## config.mk

```make
export PLATFORM = sky130hd
export DESIGN_NAME = memCtlTop
export DESIGN_NICKNAME = d
export VERILOG_FILES = /design/src/design/memBusPkg.sv /design/src/design/memReqPkg.sv /design/src/design/busPhaseGen.sv /design/src/design/coreReadTrack.sv /design/src/design/memCtlTop.sv /design/src/design/memStartCtl.sv
export SDC_FILE = /design/constraint.sdc
export NUM_CORES = 1
export LEC_CHECK = 0
export ABC_AREA = 1
export BUFFER_PORTS_ARGS = -buffer_cell sky130_fd_sc_hd__buf_2
export CAP_MARGIN = 0
export CORE_UTILIZATION = 46
export CTS_CLUSTER_DIAMETER = 100
export DETAILED_ROUTE_END_ITERATION = 8
export GPL_ROUTABILITY_DRIVEN = 0
export HOLD_SLACK_MARGIN = 0.15
export PLACE_DENSITY_LB_ADDON = 0.3
export SLEW_MARGIN = 20
export SYNTH_ARGS = -nofsm -noshare
export SYNTH_HDL_FRONTEND = slang
export SYNTH_SLANG_ARGS = --single-unit
```

## constraint.sdc

```tcl
create_clock -name clk -period 5.2 [get_ports clk]
set_input_delay 1.04 -clock clk [delete_from_list [all_inputs] [get_ports clk]]
set_output_delay 1.04 -clock clk [all_outputs]
set_load 0.005 [all_outputs]
```

## src/design/memBusPkg.sv

```systemverilog
`default_nettype none

package memBusPkg;

  typedef enum logic {
    PHASE_A = 1'b0,
    PHASE_B = 1'b1
  } busPhase_e;

  // Controller to memory
  typedef struct packed {
    logic        startA;
    logic        startB;
    logic        rdRq;
    logic        wrRq;
    logic [3:0]  rq;
    logic [21:0] adr;
    logic        adrPar;
  } busReq_t;

  // Memory to controller
  typedef struct packed {
    logic        acknA;
    logic        acknB;
    logic        dataValidA;
    logic        dataValidB;
    logic [35:0] data;
  } busResp_t;

endpackage

`default_nettype wire

```

## src/design/memReqPkg.sv

```systemverilog
`default_nettype none

package memReqPkg;

  // One bit per word of the quad
  typedef logic [3:0] wordMask_t;

  // Word position inside the quad
  typedef logic [1:0] wordIdx_t;

  typedef struct packed {
    logic [21:0] addr;
    wordMask_t   rqMask;
    logic        isWrite;
    logic        forceBadPar;
  } coreReq_t;

  // Returned read word
  typedef struct packed {
    logic [35:0] data;
    wordIdx_t    wordIdx;
  } coreResp_t;

  typedef enum logic [1:0] {
    IDLE       = 2'd0,
    WAIT_PHASE = 2'd1,
    STARTED    = 2'd2,
    DRAIN      = 2'd3
  } ctlState_e;

endpackage

`default_nettype wire

```

## src/design/busPhaseGen.sv

```systemverilog
`timescale 1ns/1ps
`default_nettype none

module busPhaseGen import memBusPkg::*; #(
  parameter int PHASE_LEN = 2
) (
  input  logic      clk,
  input  logic      reset,
  output busPhase_e phase,
  output logic      aChangeComing,
  output logic      bChangeComing
);

  localparam int CNT_W = $clog2(PHASE_LEN);

  logic [CNT_W-1:0] phaseCnt;
  logic             lastCycle;
  logic             preLastCycle;

  assign lastCycle = (phaseCnt == CNT_W'(PHASE_LEN - 1));

  // Strobes are loaded here so they sit on the last cycle of the phase
  assign preLastCycle = (phaseCnt == CNT_W'(PHASE_LEN - 2));

  always_ff @(posedge clk) begin
    if (reset) begin
      phaseCnt      <= '0;
      phase         <= PHASE_A;
      aChangeComing <= 1'b0;
      bChangeComing <= 1'b0;
    end else begin
      if (lastCycle) begin
        phaseCnt <= '0;
        phase    <= (phase == PHASE_A) ? PHASE_B : PHASE_A;
      end else begin
        phaseCnt <= phaseCnt + CNT_W'(1);
      end
      // A is coming while B runs, and the other way round
      aChangeComing <= preLastCycle && (phase == PHASE_B);
      bChangeComing <= preLastCycle && (phase == PHASE_A);
    end
  end

endmodule

`default_nettype wire

```

## src/design/coreReadTrack.sv

```systemverilog
`timescale 1ns/1ps
`default_nettype none

module coreReadTrack import memReqPkg::*, memBusPkg::*; (
  input  logic       clk,
  input  logic       reset,
  input  logic       aChangeComing,
  input  logic       bChangeComing,
  input  busResp_t   busResp,
  input  logic       rdStart,
  input  logic [3:0] startMask,
  input  logic [1:0] startWord,
  input  logic       lastAckn,
  output logic       respValid,
  output coreResp_t  resp,
  output logic       drained
);

  logic        validM2;
  logic        validM1;
  logic [35:0] dataM1;
  logic [35:0] respData;
  logic [3:0]  wordsLeft;
  logic [3:0]  wordsLeftNext;
  logic [1:0]  curIdx;
  logic        rdActive;
  logic        acknSeen;

  // First set mask bit at or after from, wrapping mod 4
  function automatic logic [1:0] nextSetWord(input logic [3:0] mask,
                                             input logic [1:0] from);
    logic [1:0] idx;
    logic [1:0] pick;
    pick = from;
    for (int k = 3; k >= 0; k--) begin
      idx = from + 2'(k);
      if (mask[idx]) begin
        pick = idx;
      end
    end
    return pick;
  endfunction

  assign validM2 = (busResp.dataValidA & aChangeComing) |
                   (busResp.dataValidB & bChangeComing);

  assign wordsLeftNext = wordsLeft & ~(4'b0001 << curIdx);

  assign resp = '{data: respData, wordIdx: curIdx};

  assign drained = acknSeen & ~rdActive & ~validM1 & ~respValid;

  always_ff @(posedge clk) begin
    if (validM2) begin
      dataM1 <= busResp.data;
    end
    if (validM1) begin
      respData <= dataM1;
    end
  end

  always_ff @(posedge clk) begin
    if (reset) begin
      validM1   <= 1'b0;
      respValid <= 1'b0;
      wordsLeft <= 4'b0000;
      curIdx    <= 2'd0;
      rdActive  <= 1'b0;
      acknSeen  <= 1'b0;
    end else begin
      validM1   <= validM2;
      respValid <= validM1;
      if (rdStart) begin
        wordsLeft <= startMask;
        curIdx    <= nextSetWord(startMask, startWord);
        rdActive  <= 1'b1;
        acknSeen  <= 1'b0;
      end else begin
        if (lastAckn) begin
          acknSeen <= 1'b1;
        end
        // Advance past the word just handed back
        if (respValid && rdActive) begin
          wordsLeft <= wordsLeftNext;
          curIdx    <= nextSetWord(wordsLeftNext, curIdx + 2'd1);
          if (wordsLeftNext == 4'b0000) begin
            rdActive <= 1'b0;
          end
        end
      end
    end
  end

endmodule

`default_nettype wire

```

## src/design/memCtlTop.sv

```systemverilog
`timescale 1ns/1ps
`default_nettype none

module memCtlTop import memReqPkg::*, memBusPkg::*; #(
  parameter int PHASE_LEN = 2
) (
  input  logic      clk,
  input  logic      reset,
  input  logic      reqValid,
  output logic      reqReady,
  input  coreReq_t  req,
  output logic      respValid,
  output coreResp_t resp,
  output busReq_t   busReq,
  input  busResp_t  busResp,
  output logic      done
);

  busPhase_e  phase;
  logic       aChangeComing;
  logic       bChangeComing;
  logic       rdStart;
  logic [3:0] startMask;
  logic [1:0] startWord;
  logic       lastAckn;
  logic       drained;

  busPhaseGen #(
    .PHASE_LEN(PHASE_LEN)
  ) phaseGen (
    .clk          (clk),
    .reset        (reset),
    .phase        (phase),
    .aChangeComing(aChangeComing),
    .bChangeComing(bChangeComing)
  );

  memStartCtl startCtl (
    .clk          (clk),
    .reset        (reset),
    .reqValid     (reqValid),
    .reqReady     (reqReady),
    .req          (req),
    .phase        (phase),
    .aChangeComing(aChangeComing),
    .bChangeComing(bChangeComing),
    .busResp      (busResp),
    .busReq       (busReq),
    .rdStart      (rdStart),
    .startMask    (startMask),
    .startWord    (startWord),
    .lastAckn     (lastAckn),
    .drained      (drained),
    .done         (done)
  );

  coreReadTrack readTrack (
    .clk          (clk),
    .reset        (reset),
    .aChangeComing(aChangeComing),
    .bChangeComing(bChangeComing),
    .busResp      (busResp),
    .rdStart      (rdStart),
    .startMask    (startMask),
    .startWord    (startWord),
    .lastAckn     (lastAckn),
    .respValid    (respValid),
    .resp         (resp),
    .drained      (drained)
  );

endmodule

`default_nettype wire

```

## src/design/memStartCtl.sv

```systemverilog
`timescale 1ns/1ps
`default_nettype none

module memStartCtl import memReqPkg::*, memBusPkg::*; (
  input  logic       clk,
  input  logic       reset,
  input  logic       reqValid,
  output logic       reqReady,
  input  coreReq_t   req,
  input  busPhase_e  phase,
  input  logic       aChangeComing,
  input  logic       bChangeComing,
  input  busResp_t   busResp,
  output busReq_t    busReq,
  output logic       rdStart,
  output logic [3:0] startMask,
  output logic [1:0] startWord,
  output logic       lastAckn,
  input  logic       drained,
  output logic       done
);

  ctlState_e   state;
  coreReq_t    reqHold;
  logic        startA;
  logic        startB;
  logic        startUp;
  logic        changeComing;
  logic        ackPulse;
  logic [3:0]  rqLeft;
  logic [3:0]  rqLeftNext;
  logic        rdRq;
  logic        wrRq;
  logic [3:0]  rqLines;
  logic [21:0] adrLines;
  logic        oddPar;

  assign reqReady     = (state == IDLE);
  assign changeComing = aChangeComing | bChangeComing;
  assign startUp      = startA | startB;

  // Acks only count on the started phase's change-coming cycle
  assign ackPulse = (startA & aChangeComing & busResp.acknA) |
                    (startB & bChangeComing & busResp.acknB);

  // Drop the lowest outstanding word
  assign rqLeftNext = rqLeft & (rqLeft - 4'd1);
  assign lastAckn   = ackPulse & (rqLeftNext == 4'd0);

  assign rdStart   = (state == WAIT_PHASE) & changeComing & ~reqHold.isWrite;
  assign startMask = reqHold.rqMask;
  assign startWord = reqHold.addr[1:0];

  assign done = (state == DRAIN) & (reqHold.isWrite | drained);

  // Request lines held only while the start is up
  assign rdRq     = startUp & ~reqHold.isWrite;
  assign wrRq     = startUp & reqHold.isWrite;
  assign rqLines  = startUp ? reqHold.rqMask : 4'b0000;
  assign adrLines = startUp ? reqHold.addr : 22'd0;
  assign oddPar   = ~(^{adrLines, rqLines, rdRq, wrRq});

  always_comb begin
    busReq.startA = startA;
    busReq.startB = startB;
    busReq.rdRq   = rdRq;
    busReq.wrRq   = wrRq;
    busReq.rq     = rqLines;
    busReq.adr    = adrLines;
    // Forced bad parity lasts for this one transaction
    busReq.adrPar = oddPar ^ (startUp & reqHold.forceBadPar);
  end

  always_ff @(posedge clk) begin
    if (reqValid && reqReady) begin
      reqHold <= req;
    end
  end

  always_ff @(posedge clk) begin
    if (reset) begin
      state  <= IDLE;
      startA <= 1'b0;
      startB <= 1'b0;
      rqLeft <= 4'b0000;
    end else begin
      case (state)
        IDLE: begin
          if (reqValid) begin
            state <= WAIT_PHASE;
          end
        end
        WAIT_PHASE: begin
          if (changeComing) begin
            // Start lands on the phase about to begin
            startA <= (phase == PHASE_B);
            startB <= (phase == PHASE_A);
            rqLeft <= reqHold.rqMask;
            state  <= STARTED;
          end
        end
        STARTED: begin
          if (ackPulse) begin
            rqLeft <= rqLeftNext;
          end
          if (lastAckn) begin
            startA <= 1'b0;
            startB <= 1'b0;
            state  <= DRAIN;
          end
        end
        DRAIN: begin
          if (done) begin
            state <= IDLE;
          end
        end
        default: begin
          state <= IDLE;
        end
      endcase
    end
  end

endmodule

`default_nettype wire

```

; Yosys cells after proc, flatten, opt, wreduce, memory -nomap -nowiden
; Index checks and enable logic that the tools add are counted.
[totals]
register_bits = 122
latchBits = 0
ramBits = 0
mem_bits_ro = 0
input_bits = 71
output_inout_bits = 72
elab_cells = 142
mem_count = 0
[op_classes]
addsub = 9
multipliers = 0
div_mod_pow = 0
n_lt_le_gt_ge = 8
eq_ne = 8
n_shift = 1
mux = 47
bitwise = 32
reduce_logical = 17
[op_table]
columns = cell, count
row1 = $mux 2, 14
row2 = $reduce_xor 28->1, 1
row3 = $lt 2x3->1 const B, 8
row4 = $mux 22, 1
row5 = $mux 4, 5
row6 = $and 1x1->1, 16
row7 = $bmux 1 s2, 8
row8 = $mux 1, 15
row9 = $add 2x2->2 const B, 4
row10 = $and 4x4->4, 2
row11 = $logic_not 4->1, 2
row12 = $pmux 2 s4, 1
row13 = $pmux 4 s2, 1
row14 = $not 1->1, 7
row15 = $add 2x1->2 const B, 3
row16 = $ne 2x2->1 const B, 3
row17 = $reduce_and 3->1, 2
row18 = $reduce_bool 2->1, 3
row19 = $or 1x1->1, 5
row20 = $eq 2x2->1 const B, 2
row21 = $logic_and 1x1->1, 4
row22 = $ne 2x1->1 const B, 2
row23 = $not 4->4, 1
row24 = $pmux 1 s2, 2
row25 = other kinds (9), 10

; Logic depth before layout (Yosys ltp)
; Gate-level depths: netlist of run 1.
[depth]
ltp_word = 11
depth_mapped = 16
depth_no_buf = 15

; Cells and area by module
; A second synthesis of run 1 with hierarchy kept.
[hier_totals]
cells_unflattened = 574
area_unflattened_um2 = 5514.0
[modules_own_cells]
columns = module, n_inst, cells_per_inst, area_each_um2, seq_area_each_um2
row1 = coreReadTrack, 1, 244, 3113.0, 2362.3
row2 = memStartCtl, 1, 318, 2284.7, 1001.0
row3 = busPhaseGen, 1, 12, 116.4, 80.1

; Worst setup path after synthesis of run 1
; OpenSTA, ideal clock, no wires.
[synth_timing]
kind = input-to-reg
start = in busResp[37] in the netlist's numbering
end = reg readTrack.dataM1[0], enable pin
setup_ps = 444
arrival_ps = 2884
required_ps = 4756
setup_slack_ps = 1872
cell_stages = 2
n_path_buf = 0
cell_sequence = inv_1 o22ai_1
[synth_via]
elab_chain_cells = 2
[synth_rtl]
columns = item, line
row1 = start: declaration, memCtlTop.sv:15  ; input busResp_t busResp,
row2 = $and 1x1->1, coreReadTrack.sv:44  ; assign validM2 = (busResp.dataValidA & aChangeComing) |
row3 = $or 1x1->1, coreReadTrack.sv:44
row4 = named net readTrack.validM2, coreReadTrack.sv:19  ; logic validM2;
row5 = end signal: assignment, coreReadTrack.sv:55  ; dataM1 <= busResp.data;
row6 = end: declaration, coreReadTrack.sv:21  ; logic [35:0] dataM1;
; The timed path passes the listed nets, and every way through them passes these cells.
; A chain may end at the register's enable or synchronous reset.

==> summary.md, run 1 <==
| Metric | Value |
|---|---|
| Peak Freq | 0.284 GHz |
| Flops & latches, synth | 122 |
| Die Span X | 109 um |
| Layout cells sized above 1 | 29.0% |
| Residual DRC | 0 |
| First-pass GRT wire length | 16.2 mm |
| Final period util | 67.6% |
| Clk_skew | 7.13 ps |
| Die H | 109 um |
| Starting density of the core | 47.7% |
| Pre-CTS setup slack | 2080 ps |
| Relative slew margins | 30.3% |
| Primary FF master, synth | edfxtp_1 |
| Vias in the first global route | 3,597 |
| H-tree depth | 4 |
| Pleak | 3.06 nW |
| P&R area growth vs syn | 27.6% |
| Final hold vios | 0 |
| Antenna fix cells | 0 |
| Drt first pass iters | 5 |
| DR vias | 3,841 |
| Synth top area share | 57.6% |
| Worst-path clk slew | 60 ps |
| Synth area leaders | edfxtp_1 58%, nand2_1 9.6%, dfxtp_1 8.4% |
| CP Data Arrival Time | 2480 ps |
| Cell Area, Synth | 0.00522 sq mm |
| Placed instance area | 0.00606 sq mm |
| Final nets | 738 |
| DRT iter0 DRCs | 245 |
| Avg Cell Area, Syn | 10.3 sq um |
| CP Capture Type | primary output |
| Setup TNS | 0 ps |
| Clk sinks | 122 |
| Worst vdd ir | 0.335 mV |
| Hold Crit Class | flip-flop to flip-flop |
| Total core area | 0.0109 sq mm |
| Drt total wl | 10.5 mm |
| Util after Layout | 60.9% |
| Clock Tree Buf Depth | 2 |
| Final Max Tran Viols | 0 |
| Port buffer count | 142 |
| Maxcap violations | 0 |
| Drt wl/cell | 12.9 um |
| FFs w/ async S/R, synth | 0% |
| Cells after Synth | 506 |
| Largest area contributor in the netlist | edfxtp_1 |
| Filler cells | 917 |
| Unique cell type count in the Yosys netlist | 35 |
| Unrepaired setup endpoints after global routing | no |
| Status | complete, no violations |
| Period minus WS final | 3520 ps |
| Setup bufs post-CTS | 0 |
| CTS tree | done |
| Worst-Margin Slew | 1040 ps |
| Startpoint Class | flip-flop |
| DP HPWL | 7.70 mm |
| Post-CTS Resized | 0 |
| Grt ovf | 0 |
| Most common cell after layout, fill and taps aside | buf_2 |
| Register area share after synthesis | 66.0% |
| Cell Rows | 38 |
| Worst setup slack after layout | 1680 ps |
| Root buf cell | clkbuf_16 |
| Critical Path RT | 4160 ps |
| Clock Latency Late Sink | 410 ps |
| Final setup violation count | 0 |
| Synth warnings | 0 |
| Syn Nets | 585 |
| Post-route cell area | 0.00666 sq mm |
| Antenna violations before repair | 0 |
| Max FO, Critical Path | 25 |
| Number of synthesized flops with an enable pin | 100 |
| GRT Total Usage | 18.5% |
| Total CTS buffers | 17 |
| Largest net degree at the start of global routing | 38 |
| CP Class | flip-flop to primary output |
| # hold bufs at CTS | 0 |
| Final ANT Viol Nets | 0 |
| Pwr/cell area | 478 mW/mm^2 |
| Most frequent cells in the layout | 142 x buf_2, 134 x nand2_1, 100 x edfxtp_1 |
| # IOs | 143 |
| Routed vias/inst | 4.73 |
| Die area | 0.0118 sq mm |
## metrics by stage
step | power, mW | std cells | hold WS, ps
floorplan | 1.81 | 506 | 400
global route | 3.38 | 812 | 418
global placement | 1.99 | 780 | 401
detailed placement | 2.03 | 780 | 405
CTS | 3.21 | 812 | 417
finish | 3.18 | 812 | 416
## synth_stat cells (4+ instances only)
cell type    n
o21ai_0     19
ha_1         8
dfxtp_1     22
o21ai_2      5
nor2_2       4
edfxtp_1   100
inv_1       75
nor3_1       4
a21oi_1     12
o31ai_1      5
nor2_1      56
nand2_1    134
nand3_1     23
buf_4        5
## worst paths after layout
check | startpoint | endpoint | cells past startpoint | slack [ps]
max reg2reg | readTrack.curIdx[0]$_SDFFE_PP0P_ | readTrack.curIdx[0]$_SDFFE_PP0P_ | 12 | 2890
max | startCtl.startA$_SDFFE_PP0P_ | busReq[0] | 13 | 1680
min | readTrack.dataM1[12]$_DFFE_PP_ | readTrack.respData[12]$_DFFE_PP_ | 0 | 420
min reg2reg | readTrack.dataM1[12]$_DFFE_PP_ | readTrack.respData[12]$_DFFE_PP_ | 0 | 420
## cell families after synthesis
group | Yosys count | synth area share (%)
compound gates | 54 | 6.26
xor+xnor | 2 | 0.336
simple gates | 232 | 18.5
flops | 122 | 66.0
fa+ha+maj | 8 | 1.92
buf+inv | 88 | 7.03
## final cells by class
cell class | instances | area, sq um | area share [%]
flip-flops and latches | 122 | 3440 | 51.7
multi-input cells | 296 | 1420 | 21.3
repair buffers | 144 | 726 | 10.9
clock buffers | 18 | 429 | 6.44
inverters | 78 | 293 | 4.40
well taps | 140 | 175 | 2.63
clock inverters | 14 | 171 | 2.57
## sequential cells by signal (all words and copies together) (netlist names)
register	flops
readTrack.curIdx	2
startCtl.startMask	4
phaseGen.aChangeComing	1
startCtl.state	2
readTrack.rdActive	1
startCtl.reqHold	22
readTrack.validM1	1
phaseGen.lastCycle	1
readTrack.respData	36
startCtl.startA	1
readTrack.respValid	1
phaseGen.bChangeComing	1
readTrack.wordsLeft	4
startCtl.startB	1
readTrack.acknSeen	1
phaseGen.phase	1
readTrack.dataM1	36
startCtl.startWord	2
startCtl.rqLeft	4
## per-layer routing
metal	up-vias	share of wire [%]	global-route usage (%)
met5	-	0	0
met4	0	2.3	8.98
met3	21	6.4	7.35
met2	125	49	29.4
met1	1722	43	21.8
li1	1973	-	-
## where the power goes
group	total (mW)	internal, mW	leakage [nW]	switching [mW]
Sequential	1.27	1.18	1.11	0.0832
Clock	1.17	0.754	0.278	0.418
Combinational	0.744	0.273	1.68	0.472
## worst max-delay path: stages, from the launching register on
cell and delay, ps:
dfxtp_1 360, nor2_2 770, a21oi_1 80, nand2_1 130, nand2_1 70, nand3_2 70
nand3_1 70, nand2_1 110, inv_1 50, nand2_1 80, nand2_1 50, nand2_1 50
nand2_1 40, buf_2 120
Power figures use the tool's default switching activity.
==> run 2: changes to the inputs <==
ABC_AREA = 0   (was 1)
clock period = 3.62 ns   (was 5.2 ns; I/O delays follow)
==> summary.md, run 2 <==
| Metric | Value |
|---|---|
| Status | complete, no violations |
| Die Span X | 103 um |
| Final hold vios | 0 |
| Largest stage delay, worst path | 500 ps |
| Unrepaired setup endpoints after global routing | no |
| Worst reg2reg endpoint | readTrack.curIdx[1]$_SDFFE_PP0P_ |
| Util after Layout | 61.9% |
| Filler cells | 765 |
| Antenna fix cells | 0 |
| Total core area | 0.00986 sq mm |
| Final setup violation count | 0 |
| # hold bufs at CTS | 0 |
| GR met2 Demand/Resource | 25.8% |
| DRT iter0 DRCs | 88 |
| Met3 usage | 5.58% |
| Synth area leaders | edfxtp_1 64%, dfxtp_1 9.3%, nor2b_1 4.6% |
| Routed vias/inst | 4.76 |
| Period minus WS final | 2940 ps |
| Fin Hold WS | 387 ps |
| Post-synth top cells | 100 x edfxtp_1, 35 x nor2b_1, 22 x dfxtp_1, 22 x xnor2_1, 18 x nor2_1 |
| Most common cell in the netlist | edfxtp_1 |
| Port buffer count | 142 |
| Flop2flop setup slack | 1820 ps |
| Drt first pass iters | 4 |
| DP HPWL | 5.97 mm |
| Reg2reg start | readTrack.curIdx[0]$_SDFFE_PP0P_ |
| Top Registers | readTrack.dataM1 x36, readTrack.respData x36, startCtl.reqHold x22 |
| Pleak | 2.38 nW |
| Top Usage Layer GRT | met2 |
| Unique cell type count in the Yosys netlist | 42 |
| Slowest-stage cell, CP | edfxtp_1 |
| Drt wl/cell | 14.0 um |
| Relative slew margins | 33.9% |
| Worst setup slack after layout | 683 ps |
| Vias in the first global route | 2,701 |
| Root buf cell | clkbuf_8 |
| Worst-path clk slew | 60 ps |
| Hold Crit Class | input port to flip-flop |
| Residual DRC | 0 |
| FFs w/ async S/R, synth | 0% |
| Cell Area, Synth | 0.00471 sq mm |
| Die H | 103 um |
| Startpoint Class | flip-flop |
| Worst-Margin Slew | 991 ps |
| Max FO, Critical Path | 8 |
| Final Power | 4.48 mW |
| Starting density of the core | 47.8% |
| Syn Nets | 396 |
| Pre-CTS setup slack | 1180 ps |
| Avg Cell Area, Syn | 14.9 sq um |
| Clock Latency Late Sink | 510 ps |
| # IOs | 143 |
| Largest net degree at the start of global routing | 38 |
| First-pass GRT wire length | 12.8 mm |
| Cell family with the largest share of critical-path delay | XOR/XNOR gates |
| Number of synthesized flops with an enable pin | 100 |
| Layout cells sized above 1 | 36.9% |
| P&R area growth vs syn | 29.6% |
| Clk sinks | 122 |
| CTS tree | done |
| Critical Path RT | 2900 ps |
| Total CTS buffers | 17 |
| Synth top area share | 63.7% |
| Maxcap violations | 0 |
| Final ANT Viol Nets | 0 |
| CP cell instances | xnor2_1, xnor2_1, xnor3_1, xnor3_1, o21ai_1, buf_2 |
| Post-CTS Resized | 0 |
| Met1 GRT Util | 20.6% |
| Cell Rows | 36 |
| Final nets | 545 |
| Worst Path Buf+Inv | 1 |
| Grt ovf | 0 |
| CP Class | flip-flop to primary output |
| GRT Total Usage | 16.6% |
| Flops & latches, synth | 122 |
| DR vias | 2,902 |
| Die area | 0.0107 sq mm |
| Antenna violations before repair | 0 |
| Worst Hold Path Cells | 1 |
| Worst vdd ir | 0.433 mV |
| Clock Tree Buf Depth | 2 |
| Largest area contributor in the netlist | edfxtp_1 |
| Most common cell after layout, fill and taps aside | buf_2 |
| Setup bufs post-CTS | 0 |
| Cells after Synth | 317 |
| Register area share after synthesis | 73.0% |
| Most frequent cells in the layout | 142 x buf_2, 100 x edfxtp_1, 35 x nor2b_1 |
| Synth warnings | 0 |
| CP Capture Type | primary output |
| Drt total wl | 8.57 mm |
| Worst Hold Path EP | readTrack.dataM1[9]$_DFFE_PP_ |
| Hold path startpoint | busResp[9] |
| Clk_skew | 11.4 ps |
| Final Max Tran Viols | 0 |
| Primary FF master, synth | edfxtp_1 |
| Peak Freq | 0.340 GHz |
| H-tree depth | 4 |
| CP Data Arrival Time | 2210 ps |
| Final period util | 81.1% |
| Pwr/cell area | 732 mW/mm^2 |
| FF-to-FF path depth | 6 |
| Setup TNS | 0 ps |
## run 2: cell count changes after synthesis, moves of 5 or more
cell	before	now
clkbuf_1	1	7
inv_1	75	7
nand2_1	134	13
nand3_1	23	6
nor2_1	56	18
nor2b_1	0	35
o21ai_0	19	12
o21ai_2	5	0
xnor2_1	2	22
## run 2: metal layers
layer / up-vias / share of wire [%]
li1: 1442 / -
met1: 1363 / 43
met2: 89 / 50
met3: 8 / 6.0
met4: 0 / 1.1
met5: - / 0
## run 2: metrics by stage
stage,cells,cell area [sq um]
2_1_floorplan,317,4710
3_3_place_gp,580,5540
3_5_place_dp,580,5540
4_1_cts,610,6110
5_1_grt,610,6110
6_report,610,6110
## run 2: report_power, final
group	switching, mW	internal (mW)	total [mW]
registers	0.124	1.71	1.83
clock network	0.576	1.04	1.62
logic	0.494	0.532	1.03
total	1.19	3.28	4.48
## run 2: area by class of cell
cell class,instances,area (sq um),area share (%)
tap,133,166,2.72
sequential,122,3440,56.4
multi-input combinational,174,1180,19.3
timing repair buffer,144,726,11.9
inverter,7,26.3,0.430
clock inverter,11,149,2.44
clock buffer,19,422,6.90
## run 2: worst max-delay path by stage
stage	to	cells after the start	from	slack, ps
finish	busReq[0]	6	startCtl.startMask[0]$_DFFE_PP_	680
global route	busReq[0]	6	startCtl.startMask[3]$_DFFE_PP_	570
CTS	busReq[0]	6	startCtl.startMask[0]$_DFFE_PP_	630
detailed placement	busReq[0]	6	startCtl.startMask[0]$_DFFE_PP_	1180
floorplan	startCtl.state[1]$_SDFFE_PP0P_	5	readTrack.validM1$_SDFF_PP0_	1460
global placement	busReq[0]	6	startCtl.startMask[0]$_DFFE_PP_	1230
## run 2: cells by family (layout without fill, tap and decap cells)
| group | count (synthesis) | count (layout) | share of synthesized area, % |
|---|---|---|---|
| multiplexers | 2 | 2 | 0.425 |
| flip-flops | 122 | 122 | 73.0 |
| AND/OR/NAND/NOR | 90 | 90 | 10.3 |
| adder cells (fa/ha/maj) | 8 | 8 | 2.12 |
| AO/OA/AOI/OAI | 49 | 49 | 6.79 |
| buffers and inverters | 21 | 181 | 2.07 |
| XOR/XNOR | 25 | 25 | 5.23 |
